**config.mk**
```make
export PLATFORM = sky130hd
export DESIGN_NAME = miner_afu
export DESIGN_NICKNAME = d
export VERILOG_FILES = /design/src/design/miner_pkg.sv /design/src/design/miner_afu.sv /design/src/design/miner_ctrl.sv /design/src/design/mmio_regs.sv /design/src/design/nonce_search.sv
export SDC_FILE = /design/constraint.sdc
export NUM_CORES = 1
export LEC_CHECK = 0
export BUFFER_PORTS_ARGS = -buffer_cell sky130_fd_sc_hd__buf_4
export CORE_ASPECT_RATIO = 2
export CORE_MARGIN = 2
export CORE_UTILIZATION = 55
export DETAILED_ROUTE_END_ITERATION = 16
export PLACE_DENSITY = 0.87
export SETUP_SLACK_MARGIN = 0.3
export SLEW_MARGIN = 15
export SYNTH_ARGS = -nofsm -noshare
export SYNTH_HDL_FRONTEND = slang
export SYNTH_SLANG_ARGS = --single-unit
```
**constraint.sdc**
```tcl
create_clock -name clk -period 28.9 [get_ports clk]
set_input_delay 1.445 -clock clk [delete_from_list [all_inputs] [get_ports clk]]
set_output_delay 1.445 -clock clk [all_outputs]
set_load 0.05 [all_outputs]
```
**src/design/miner_pkg.sv**
```systemverilog
// shared widths, MMIO register map, DMA line layout and hash rule for the miner accelerator

package miner_pkg;

   // ========================================
   // widths
   // ========================================

   // one DMA line, scaled down from a full 512-bit cache line
   localparam int LINE_WIDTH = 64;
   localparam int ADDR_WIDTH = 64;
   // job count and DMA transfer size in lines
   localparam int SIZE_WIDTH = 16;
   localparam int MMIO_ADDR_WIDTH = 4;

   // the search gives up after this nonce has been tried
   localparam int NONCE_LIMIT = 4095;

   // ========================================
   // MMIO register indices
   // ========================================

   localparam logic [MMIO_ADDR_WIDTH-1:0] REG_GO = 4'd0;
   localparam logic [MMIO_ADDR_WIDTH-1:0] REG_RD_BASE = 4'd1;
   localparam logic [MMIO_ADDR_WIDTH-1:0] REG_WR_BASE = 4'd2;
   localparam logic [MMIO_ADDR_WIDTH-1:0] REG_SIZE = 4'd3;
   localparam logic [MMIO_ADDR_WIDTH-1:0] REG_DONE = 4'd4;

   // a line read from the host is a job header, a line written back is a result
   typedef union packed {
      struct packed {
         logic [31:0] target;
         logic [31:0] seed;
      } hdr;
      struct packed {
         logic        found;
         logic [30:0] nonce;
         logic [31:0] hash;
      } res;
   } line_t;

   // integer mixing hash standing in for a real cryptographic hash
   function automatic logic [31:0] mix_hash(input logic [31:0] seed, input logic [30:0] nonce);
      logic [31:0] x;
      x = seed ^ {1'b0, nonce};
      x = x ^ (x >> 16);
      // product is truncated to the low 32 bits by the assignment width
      x = x * 32'h045D9F3B;
      x = x ^ (x >> 16);
      return x;
   endfunction

endpackage

```
**src/design/miner_afu.sv**
```systemverilog
// miner accelerator top with the MMIO register map, job sequencer and search core
`timescale 1ns/100ps

module miner_afu (
   input  logic                                  clk,
   input  logic                                  rst,
   // MMIO
   input  logic                                  mmio_wr_en,
   input  logic [miner_pkg::MMIO_ADDR_WIDTH-1:0] mmio_wr_addr,
   input  logic [63:0]                           mmio_wr_data,
   input  logic                                  mmio_rd_en,
   input  logic [miner_pkg::MMIO_ADDR_WIDTH-1:0] mmio_rd_addr,
   output logic [63:0]                           mmio_rd_data,
   output logic                                  mmio_rd_valid,
   // DMA read channel
   output logic [miner_pkg::ADDR_WIDTH-1:0]      rd_addr,
   output logic [miner_pkg::SIZE_WIDTH-1:0]      rd_size,
   output logic                                  rd_go,
   output logic                                  rd_en,
   input  miner_pkg::line_t                      rd_data,
   input  logic                                  empty,
   // completion level of the read channel, observed by the bound checker only
   input  logic                                  rd_done,
   // DMA write channel
   output logic [miner_pkg::ADDR_WIDTH-1:0]      wr_addr,
   output logic [miner_pkg::SIZE_WIDTH-1:0]      wr_size,
   output logic                                  wr_go,
   output logic                                  wr_en,
   output miner_pkg::line_t                      wr_data,
   input  logic                                  full,
   input  logic                                  wr_done
);
   import miner_pkg::*;

   // programmed job parameters from the register map
   logic                  go;
   logic [ADDR_WIDTH-1:0] rd_base;
   logic [ADDR_WIDTH-1:0] wr_base;
   logic [SIZE_WIDTH-1:0] size;

   // sequencer to search core
   logic        search_start;
   logic [31:0] search_seed;
   logic [31:0] search_target;
   logic        search_done;
   logic        found;
   logic [30:0] nonce;
   logic [31:0] hash;

   // ========================================
   // instances
   // ========================================

   // done is raised from the write channel completion inside the register map
   mmio_regs u_mmio_regs (.*);

   miner_ctrl u_miner_ctrl (.*);

   nonce_search u_nonce_search (.*);

endmodule

```
**src/design/miner_ctrl.sv**
```systemverilog
// job sequencer that drives both DMA channels and feeds headers to the search core
`timescale 1ns/100ps

module miner_ctrl (
   input  logic                             clk,
   input  logic                             rst,
   input  logic                             go,
   input  logic [miner_pkg::ADDR_WIDTH-1:0] rd_base,
   input  logic [miner_pkg::ADDR_WIDTH-1:0] wr_base,
   input  logic [miner_pkg::SIZE_WIDTH-1:0] size,
   input  logic                             empty,
   input  miner_pkg::line_t                 rd_data,
   input  logic                             full,
   input  logic                             search_done,
   input  logic                             found,
   input  logic [30:0]                      nonce,
   input  logic [31:0]                      hash,
   output logic [miner_pkg::ADDR_WIDTH-1:0] rd_addr,
   output logic [miner_pkg::ADDR_WIDTH-1:0] wr_addr,
   output logic [miner_pkg::SIZE_WIDTH-1:0] rd_size,
   output logic [miner_pkg::SIZE_WIDTH-1:0] wr_size,
   output logic                             rd_go,
   output logic                             wr_go,
   output logic                             rd_en,
   output logic                             wr_en,
   output miner_pkg::line_t                 wr_data,
   output logic                             search_start,
   output logic [31:0]                      search_seed,
   output logic [31:0]                      search_target
);
   import miner_pkg::*;

   // headers still to be popped from the read channel
   logic [SIZE_WIDTH-1:0] pop_left;
   // one prefetched header waiting for the search core
   logic  hold_valid;
   line_t hold_line;
   logic  searching;
   // a packed result waiting for room in the write channel
   logic  res_valid;

   // ========================================
   // handshake decode
   // ========================================

   // start only when the core is idle and the result slot is free, since the core cannot stall
   assign search_start = hold_valid && !searching && !res_valid;
   assign search_seed = hold_line.hdr.seed;
   assign search_target = hold_line.hdr.target;

   // pop into the holding register when it is free or being handed to the core this cycle
   // no pop while rd_go is out, as the channel is only just starting
   assign rd_en = !empty && !rd_go && (pop_left != '0) && (!hold_valid || search_start);

   // a result goes out on the first cycle with room in the write channel
   assign wr_en = res_valid && !full;

   // ========================================
   // control state
   // ========================================

   always_ff @(posedge clk) begin
      if (rst) begin
         rd_go <= 1'b0;
         wr_go <= 1'b0;
         pop_left <= '0;
         hold_valid <= 1'b0;
         searching <= 1'b0;
         res_valid <= 1'b0;
      end else begin
         // both channels start one cycle after go
         rd_go <= go;
         wr_go <= go;
         if (go)
            pop_left <= size;
         else if (rd_en)
            pop_left <= pop_left - 1'b1;
         if (rd_en)
            hold_valid <= 1'b1;
         else if (search_start)
            hold_valid <= 1'b0;
         if (search_start)
            searching <= 1'b1;
         else if (search_done)
            searching <= 1'b0;
         if (search_done)
            res_valid <= 1'b1;
         else if (wr_en)
            res_valid <= 1'b0;
      end
   end

   // ========================================
   // payload registers
   // ========================================

   always_ff @(posedge clk) begin
      if (go) begin
         rd_addr <= rd_base;
         wr_addr <= wr_base;
         rd_size <= size;
         wr_size <= size;
      end
      if (rd_en)
         hold_line <= rd_data;
      // search outcome packed through the result view of the line
      if (search_done) begin
         wr_data.res.found <= found;
         wr_data.res.nonce <= nonce;
         wr_data.res.hash <= hash;
      end
   end

endmodule

```
**src/design/mmio_regs.sv**
```systemverilog
// MMIO register file with base addresses, job count, go pulse and sticky done bit
`timescale 1ns/100ps

module mmio_regs (
   input  logic                                clk,
   input  logic                                rst,
   input  logic                                mmio_wr_en,
   input  logic [miner_pkg::MMIO_ADDR_WIDTH-1:0] mmio_wr_addr,
   input  logic [63:0]                         mmio_wr_data,
   input  logic                                mmio_rd_en,
   input  logic [miner_pkg::MMIO_ADDR_WIDTH-1:0] mmio_rd_addr,
   input  logic                                wr_done,
   output logic [63:0]                         mmio_rd_data,
   output logic                                mmio_rd_valid,
   output logic                                go,
   output logic [miner_pkg::ADDR_WIDTH-1:0]    rd_base,
   output logic [miner_pkg::ADDR_WIDTH-1:0]    wr_base,
   output logic [miner_pkg::SIZE_WIDTH-1:0]    size
);
   import miner_pkg::*;

   logic done;
   // previous wr_done level, used to find its rising edge
   logic wr_done_q;

   // ========================================
   // register writes, go and done
   // ========================================

   always_ff @(posedge clk) begin
      if (rst) begin
         go <= 1'b0;
         done <= 1'b0;
         wr_done_q <= 1'b0;
         rd_base <= '0;
         wr_base <= '0;
         size <= '0;
      end else begin
         wr_done_q <= wr_done;
         // a write to the go register turns into a single pulse one cycle later
         go <= mmio_wr_en && (mmio_wr_addr == REG_GO);
         if (mmio_wr_en) begin
            case (mmio_wr_addr)
               REG_RD_BASE: rd_base <= mmio_wr_data[ADDR_WIDTH-1:0];
               REG_WR_BASE: wr_base <= mmio_wr_data[ADDR_WIDTH-1:0];
               REG_SIZE:    size <= mmio_wr_data[SIZE_WIDTH-1:0];
               default:     ;
            endcase
         end
         // a new job clears done; otherwise done sets once the write channel finishes
         if (go)
            done <= 1'b0;
         else if (wr_done && !wr_done_q)
            done <= 1'b1;
      end
   end

   // ========================================
   // register reads, fixed one-cycle response
   // ========================================

   always_ff @(posedge clk) begin
      if (rst)
         mmio_rd_valid <= 1'b0;
      else
         mmio_rd_valid <= mmio_rd_en;
   end

   // the go register is write-only and reads back as zero
   always_ff @(posedge clk) begin
      case (mmio_rd_addr)
         REG_RD_BASE: mmio_rd_data <= 64'(rd_base);
         REG_WR_BASE: mmio_rd_data <= 64'(wr_base);
         REG_SIZE:    mmio_rd_data <= 64'(size);
         REG_DONE:    mmio_rd_data <= 64'(done);
         default:     mmio_rd_data <= '0;
      endcase
   end

endmodule

```
**src/design/nonce_search.sv**
```systemverilog
// iterative nonce search that hashes one candidate per cycle against a target
`timescale 1ns/100ps

module nonce_search (
   input  logic        clk,
   input  logic        rst,
   input  logic        search_start,
   input  logic [31:0] search_seed,
   input  logic [31:0] search_target,
   output logic        search_done,
   output logic        found,
   output logic [30:0] nonce,
   output logic [31:0] hash
);
   import miner_pkg::*;

   logic        busy;
   logic [30:0] nonce_q;
   logic [31:0] seed_q;
   logic [31:0] target_q;
   logic [31:0] cur_hash;
   logic        hit;
   logic        last;

   // hash of the candidate held this cycle
   assign cur_hash = mix_hash(seed_q, nonce_q);
   assign hit = cur_hash < target_q;
   assign last = nonce_q == 31'(NONCE_LIMIT);

   // the search ends on the first hit or after the last allowed nonce
   // done is decoded from the running state so nonce n finishes n+1 cycles after start
   assign search_done = busy && (hit || last);
   assign found = hit;
   assign nonce = nonce_q;
   assign hash = cur_hash;

   // ========================================
   // search state
   // ========================================

   always_ff @(posedge clk) begin
      if (rst) begin
         busy <= 1'b0;
         nonce_q <= '0;
      end else if (search_start) begin
         busy <= 1'b1;
         nonce_q <= '0;
      end else if (busy) begin
         if (search_done)
            busy <= 1'b0;
         else
            nonce_q <= nonce_q + 31'd1;
      end
   end

   // seed and target stay fixed for the whole search
   always_ff @(posedge clk) begin
      if (search_start) begin
         seed_q <= search_seed;
         target_q <= search_target;
      end
   end

endmodule

```
Yosys cells after proc, flatten, opt, wreduce, memory -nomap -nowiden
Cells that the tools add are included.
{"block": "word_totals", "regBits": 600, "input_bits": 144, "output_inout_bits": 293, "word_cells": 80}
{"block": "classes", "addsub": 2, "n_mul": 1, "magnitude_cmp": 1, "eq_ne": 8, "muxes": 12, "n_bitwise": 4, "reduce_logical": 30}
{"op": "$pmux W64 S4", "n": 1}
{"op": "$xor A32 B16 Y32", "n": 2}
{"op": "$lt A32 B32 Y1", "n": 1}
{"op": "$mul A32 B27 Y32 const B", "n": 1}
{"op": "$mux W16", "n": 2}
{"op": "$xor A32 B31 Y32", "n": 1}
{"op": "$add A31 B1 Y31 const B", "n": 1}
{"op": "$eq A31 B12 Y1 const B", "n": 1}
{"op": "$eq A4 B2 Y1 const B", "n": 4}
{"op": "$reduce_bool A16 Y1", "n": 1}
{"op": "$sub A16 B1 Y16 const B", "n": 1}
{"op": "$logic_and A1 B1 Y1", "n": 9}
{"op": "$mux W1", "n": 9}
{"op": "$eq A4 B1 Y1 const B", "n": 2}
{"op": "$reduce_and A2 Y1", "n": 4}
{"op": "$reduce_bool A2 Y1", "n": 4}
{"op": "$logic_not A1 Y1", "n": 7}
{"op": "$eq A4 B3 Y1 const B", "n": 1}
{"op": "$logic_not A4 Y1", "n": 1}
{"op": "$reduce_or A2 Y1", "n": 2}
{"op": "$logic_or A1 B1 Y1", "n": 2}
{"op": "$not A1 Y1", "n": 1}

Longest topological paths before layout
{"block": "depth", "depth_word": 10, "depth_mapped": 42, "ltp_nobuf": 40}

Hierarchy
From an unflattened synthesis, not the netlist that was laid out.
{"block": "unflattened", "hier_cells": 2583, "hier_area_um2": 31774.2}
{"module": "nonce_search", "n_inst": 1, "cells_each": 1426, "area_each_um2": 14166.1, "seq_area_each_um2": 2562.5}
{"module": "miner_ctrl", "n_inst": 1, "cells_each": 444, "area_each_um2": 9524.1, "seq_area_each_um2": 8568.2}
{"module": "mmio_regs", "n_inst": 1, "cells_each": 713, "area_each_um2": 8084.0, "seq_area_each_um2": 4244.1}

Least setup slack after synthesis
OpenSTA, ideal clock, no wires.
{"block": "synth_timing", "kind": "register -> register", "startpoint": "register u_nonce_search.seed_q[17]", "endpoint": "register u_miner_ctrl.wr_data[0] (netlist bit), enable pin", "setup_ps": 545, "arrival_time_ps": 10242, "t_required_ps": 28355, "slack_ps": 18113, "stages_incl_launch_ff": 38, "path_buffers": 1, "synth_period_minus_slack_ps": 10787, "path_cell_list": "edfxtp_1 > xnor2_1 > inv_1 > xnor2_1 > ha_1 > ha_1 > or2_2 > ha_1 > inv_1 > fa_1 > inv_1 > ha_1 > fa_1 > inv_1 > fa_1 > fa_1 > inv_1 > ha_1 > [... 2 more ...] > a211oi_1 > a21bo_2 > o21ai_0 > o41ai_1 > o21ai_0 > a21o_1 > xor2_1 > ha_1 > nand4_1 > or3_1 > or4_1 > o221ai_1 > a21o_1 > a211oi_1 > buf_2 > or2_2 > nand2_1 > inv_1"}
{"block": "synth_between", "elab_chain_len": 7}
{"element": "from (decl)", "line": "nonce_search.sv:19", "rtl": "logic [31:0] seed_q;"}
{"element": "from (signal assigned)", "line": "nonce_search.sv:59", "rtl": "seed_q <= search_seed;"}
{"element": "$xor A32 B31 Y32", "line": "miner_pkg.sv:45", "rtl": "x = seed ^ {1'b0, nonce};"}
{"element": "$xor A32 B16 Y32", "line": "miner_pkg.sv:46", "rtl": "x = x ^ (x >> 16);"}
{"element": "$mul A32 B27 Y32", "line": "miner_pkg.sv:48", "rtl": "x = x * 32'h045D9F3B;"}
{"element": "$xor A32 B16 Y32", "line": "miner_pkg.sv:49", "rtl": "x = x ^ (x >> 16);"}
{"element": "net hash[30]", "line": "miner_afu.sv:48", "rtl": "logic [31:0] hash;"}
{"element": "$lt A32 B32 Y1", "line": "nonce_search.sv:27", "rtl": "assign hit = cur_hash < target_q;"}
{"element": "net found", "line": "miner_afu.sv:46", "rtl": "logic found;"}
{"element": "$logic_or A1 B1 Y1", "line": "nonce_search.sv:32", "rtl": "assign search_done = busy && (hit || last);"}
{"element": "$logic_and A1 B1 Y1", "line": "nonce_search.sv:32"}
{"element": "net search_done", "line": "miner_afu.sv:45", "rtl": "logic search_done;"}
{"element": "to (decl)", "line": "miner_ctrl.sv:26", "rtl": "output miner_pkg::line_t wr_data,"}
The timed path passes the listed nets, and every way through them passes these cells.
A chain may end at the register's enable or synchronous reset.

Worst setup path in the final report
{"block": "layout_timing", "startpoint": "register u_nonce_search.nonce_q[16], in the netlist u_nonce_search.nonce[16]", "endpoint": "register u_miner_ctrl.wr_data[21] (netlist bit), enable pin"}
{"block": "layout_between", "elab_chain_len": 7, "word_cells_on_any_way": 8, "cone_classes": "1 x mul; 1 x order compare; 1 x eq/ne; 3 x bitwise; 2 x reduce/logical"}
{"element": "from (decl)", "line": "nonce_search.sv:18", "rtl": "logic [30:0] nonce_q;"}
{"element": "from (signal assigned)", "line": "nonce_search.sv:52", "rtl": "nonce_q <= nonce_q + 31'd1;"}
{"element": "$xor A32 B31 Y32", "line": "miner_pkg.sv:45"}
{"element": "$xor A32 B16 Y32", "line": "miner_pkg.sv:46"}
{"element": "$mul A32 B27 Y32", "line": "miner_pkg.sv:48"}
{"element": "$xor A32 B16 Y32", "line": "miner_pkg.sv:49"}
{"element": "net hash[30]", "line": "miner_afu.sv:48"}
{"element": "$lt A32 B32 Y1", "line": "nonce_search.sv:27"}
{"element": "$logic_or A1 B1 Y1", "line": "nonce_search.sv:32"}
{"element": "$logic_and A1 B1 Y1", "line": "nonce_search.sv:32"}
{"element": "net search_done", "line": "miner_afu.sv:45"}
The timed path passes the listed nets, and every way through them passes these cells.

==> flow_summary.yaml <==
status:
  status: "finished, final reports clean"
global_routing:
  overflow: 0
  grt_pass1_vias: 22900
  grtUsageTotal_pct: 32.8
  grt_first_pass_wirelength_mm: 136
  grt_max_degree: 99
  antenna_found_initial: 12
setup_path:
  cp.arrival_ns: 14.25
  end_kind: "register"
  cpMaxStageDelayCell: "o41ai_1"
  path_max_fanout: 37
  crit_type: "reg2reg"
  worstPathRequired_ns: 29.14
  crit_path_max_incr_delay_ns: 1.05
  setup.worst_path.start_class: "register"
sta:
  max_freq_ghz: 0.0714
  worst_slack_ns: 14.89
  fin_tns_setup_ns: 0
  finalSetupViolCount: 0
  finClkSkew_ns: 0.0196
  max-slew-margin-rel_pct: 15.3
  hold_viol: 0
  maxSlewViolCount: 0
  rsz0062_at_grt: "false"
  min_period_ns: 14.01
  worst_pin_slew_ns: 1.25
  fin_crit_sh_pct: 48.5
logic_synthesis:
  synth_commonest_cells: "449 x inv_1, 358 x nand2_1, 336 x edfxtp_1, 264 x dfxtp_1, 210 x fa_1"
  synth_edf_count: 336
  synth_fp_nets: 3189
  synth_xor_area_share_pct: 4.64
  yosys.area_share.simple_pct: 8.11
  yosys_warnings: 0
  synthAdderAreaFrac_pct: 21.9
  yosysMostFrequentCell: "inv_1"
  avgSynthCellArea_sq_um: 11.5
  postSynthCellCount: 2640
  synthDistinctLibCells: 59
  synth_top_area_share_pct: 33.2
  ys_seq_elements: 600
  synthTopCellsByArea: "edfxtp_1 33%, dfxtp_1 17%, fa_1 14%, ha_1 8.0%, inv_1 5.5%"
  synthMuxAreaShare_pct: 0.461
  async_reset_ff_share_pct: 0
  synth_top_family_by_area: "adder cells"
  ys_seq_area_share_pct: 50.6
  syn_area_sq_um: 30400
  yosys.area.top_type: "edfxtp_1"
  synthFlopType: "edfxtp_1"
  synth_compound_area_share_pct: 7.30
layout:
  layout.cells.non_filler: 3793
  nFillCells: 3876
  final_nets: 3614
  syn2layout_area_growth_pct: 19.0
  drive_above_1_share_pct: 18.7
route:
  vias: 21600
  wl_met3_mm: 8.60
  routed_wirelength_mm: 93.1
  post_drt_via_cell_ratio: 5.69
  drt_iter0_markers: 1468
  ant_nets: 0
  drtPass1Iterations: 8
  wl_per_cell_um: 24.5
  wl_met2_mm: 47.7
  highest_layer: "met5"
  drc: 0
  wl_met1_mm: 27.8
hold_path:
  hold_path.class: "reg2reg"
floorplanning:
  die_h_um: 336
  core_sq_um: 54500
  initial_utilization_pct: 55.8
  die_width_um: 170
  rows: 121
  die_area_sq_um: 57300
  num_io_pins: 437
clock_network:
  cts.clk_slew.worst_paths_ns: 0.07
  clkLatencyLatePin_ns: 0.61
  cts-hold-fix-buffers: 0
  cts.sinks: 600
  cts-resized-gates: 0
  clockBufferDepth: 3
  cts_tree: "done"
  cts_setup_buffers: 0
  numCtsBuffers: 50
  htree_levels: 2
  root_buffer: "clkbuf_16"
placement:
  dp_hpwl_mm: 68.1
  dp_slack_ns: 15.40
  gp_congestion: 1.02
  io_buffers: 435
  placed_cells: 3688
flow_run:
  maxCapViolations: 0
==> final timing paths <==
path	from	end	slack (ns)	depth (start not counted)
setup / recovery	u_nonce_search.nonce[16]	u_miner_ctrl.wr_data[21]	14.89	39
hold / removal	u_miner_ctrl.hold_line[24]	u_nonce_search.seed_q[24]	0.40	0
setup reg to reg	u_nonce_search.nonce[16]	u_miner_ctrl.wr_data[21]	14.89	39
hold reg to reg	u_miner_ctrl.hold_line[24]	u_nonce_search.seed_q[24]	0.40	0
==> layout by cell type, fill, tap and decap left out, drive strengths merged, types with 12 or more instances in the layout <==
cell type and count:
a21oi 194, mux2i 14, nor4 13, or4 14, ha 195, o21ai 24
xor2 54, a22oi 15, inv 452, clkbuf 67, xnor2 106, nor2 67
clkinv 19, buf 470, a22o 48, dfxtp 264, nand3 14, a21o 31
fa 210, edfxtp 336, nand2 358, nor3 14, nand4 12
==> logic make-up (layout without fill, tap and decap cells) <==
group                    count (synthesis)  count (layout)
buffers and inverters                  546            1012
other                                    0              11
flip-flops                             600             600
multiplexers                            14              14
adder cells (fa/ha/maj)                406             406
XOR/XNOR                               160             160
AND/OR/NAND/NOR                        557             557
AO/OA/AOI/OAI                          357             357
==> per-stage QoR <==
stage	util [%]	hold WS (ns)	area (sq um)
CTS	66.2	0.412	36100
detailed placement	63.1	0.405	34400
finish	66.3	0.404	36200
floorplan	-	0.400	30400
global route	66.3	0.418	36100
global placement	63.1	0.401	34400
==> state kept, by name (all words and copies together) (netlist names) <==
signal / flops
u_miner_ctrl.hold_valid: 1
u_miner_ctrl.wr_size: 16
u_miner_ctrl.rd_addr: 64
u_miner_ctrl.res_valid: 1
u_mmio_regs.mmio_rd_data: 64
u_mmio_regs.size: 16
u_mmio_regs.done: 1
u_nonce_search.busy: 1
u_miner_ctrl.hold_line: 64
u_mmio_regs.go: 1
u_mmio_regs.mmio_rd_valid: 1
u_mmio_regs.wr_done_q: 1
u_nonce_search.seed_q: 32
u_mmio_regs.rd_base: 64
u_miner_ctrl.wr_data: 64
u_miner_ctrl.pop_left: 16
u_miner_ctrl.searching: 1
u_nonce_search.nonce: 31
u_mmio_regs.wr_base: 64
u_miner_ctrl.wr_addr: 64
u_miner_ctrl.rd_go: 1
u_nonce_search.target_q: 32
==> critical path, delay by kind of cell (launching register included) <==
| kind | cells | cell delay [ns] |
|---|---|---|
| buffers and inverters | 9 | 2.35 |
| DFF | 1 | 0.46 |
| and+or+nand+nor | 5 | 1.05 |
| xor gates and xnor gates | 3 | 1.61 |
| AOI/OAI and AO/OA | 12 | 3.89 |
| adders and majority gates | 10 | 4.19 |
==> routing by layer <==
layer	track usage, %	vias to the layer above
li1	-	9522
met1	31.3	10500
met2	57.6	1180
met3	9.72	430
met4	26.5	2
met5	0	-
==> cell type report <==
class / count / area [sq um] / share of cell area [%]
Tap cell: 676 / 846 / 2.34
Inverter: 449 / 1690 / 4.66
Multi-Input combinational cell: 1494 / 13000 / 35.8
Antenna cell: 11 / 27.5 / 0.0761
Sequential cell: 600 / 15400 / 42.5
Clock buffer: 67 / 1450 / 4.00
Clock inverter: 26 / 282 / 0.779
Timing Repair Buffer: 470 / 3540 / 9.78
Power is left out: the tool's default activity adds up to more than one toggle a clock period on the data nets, which glitch-free logic cannot reach.
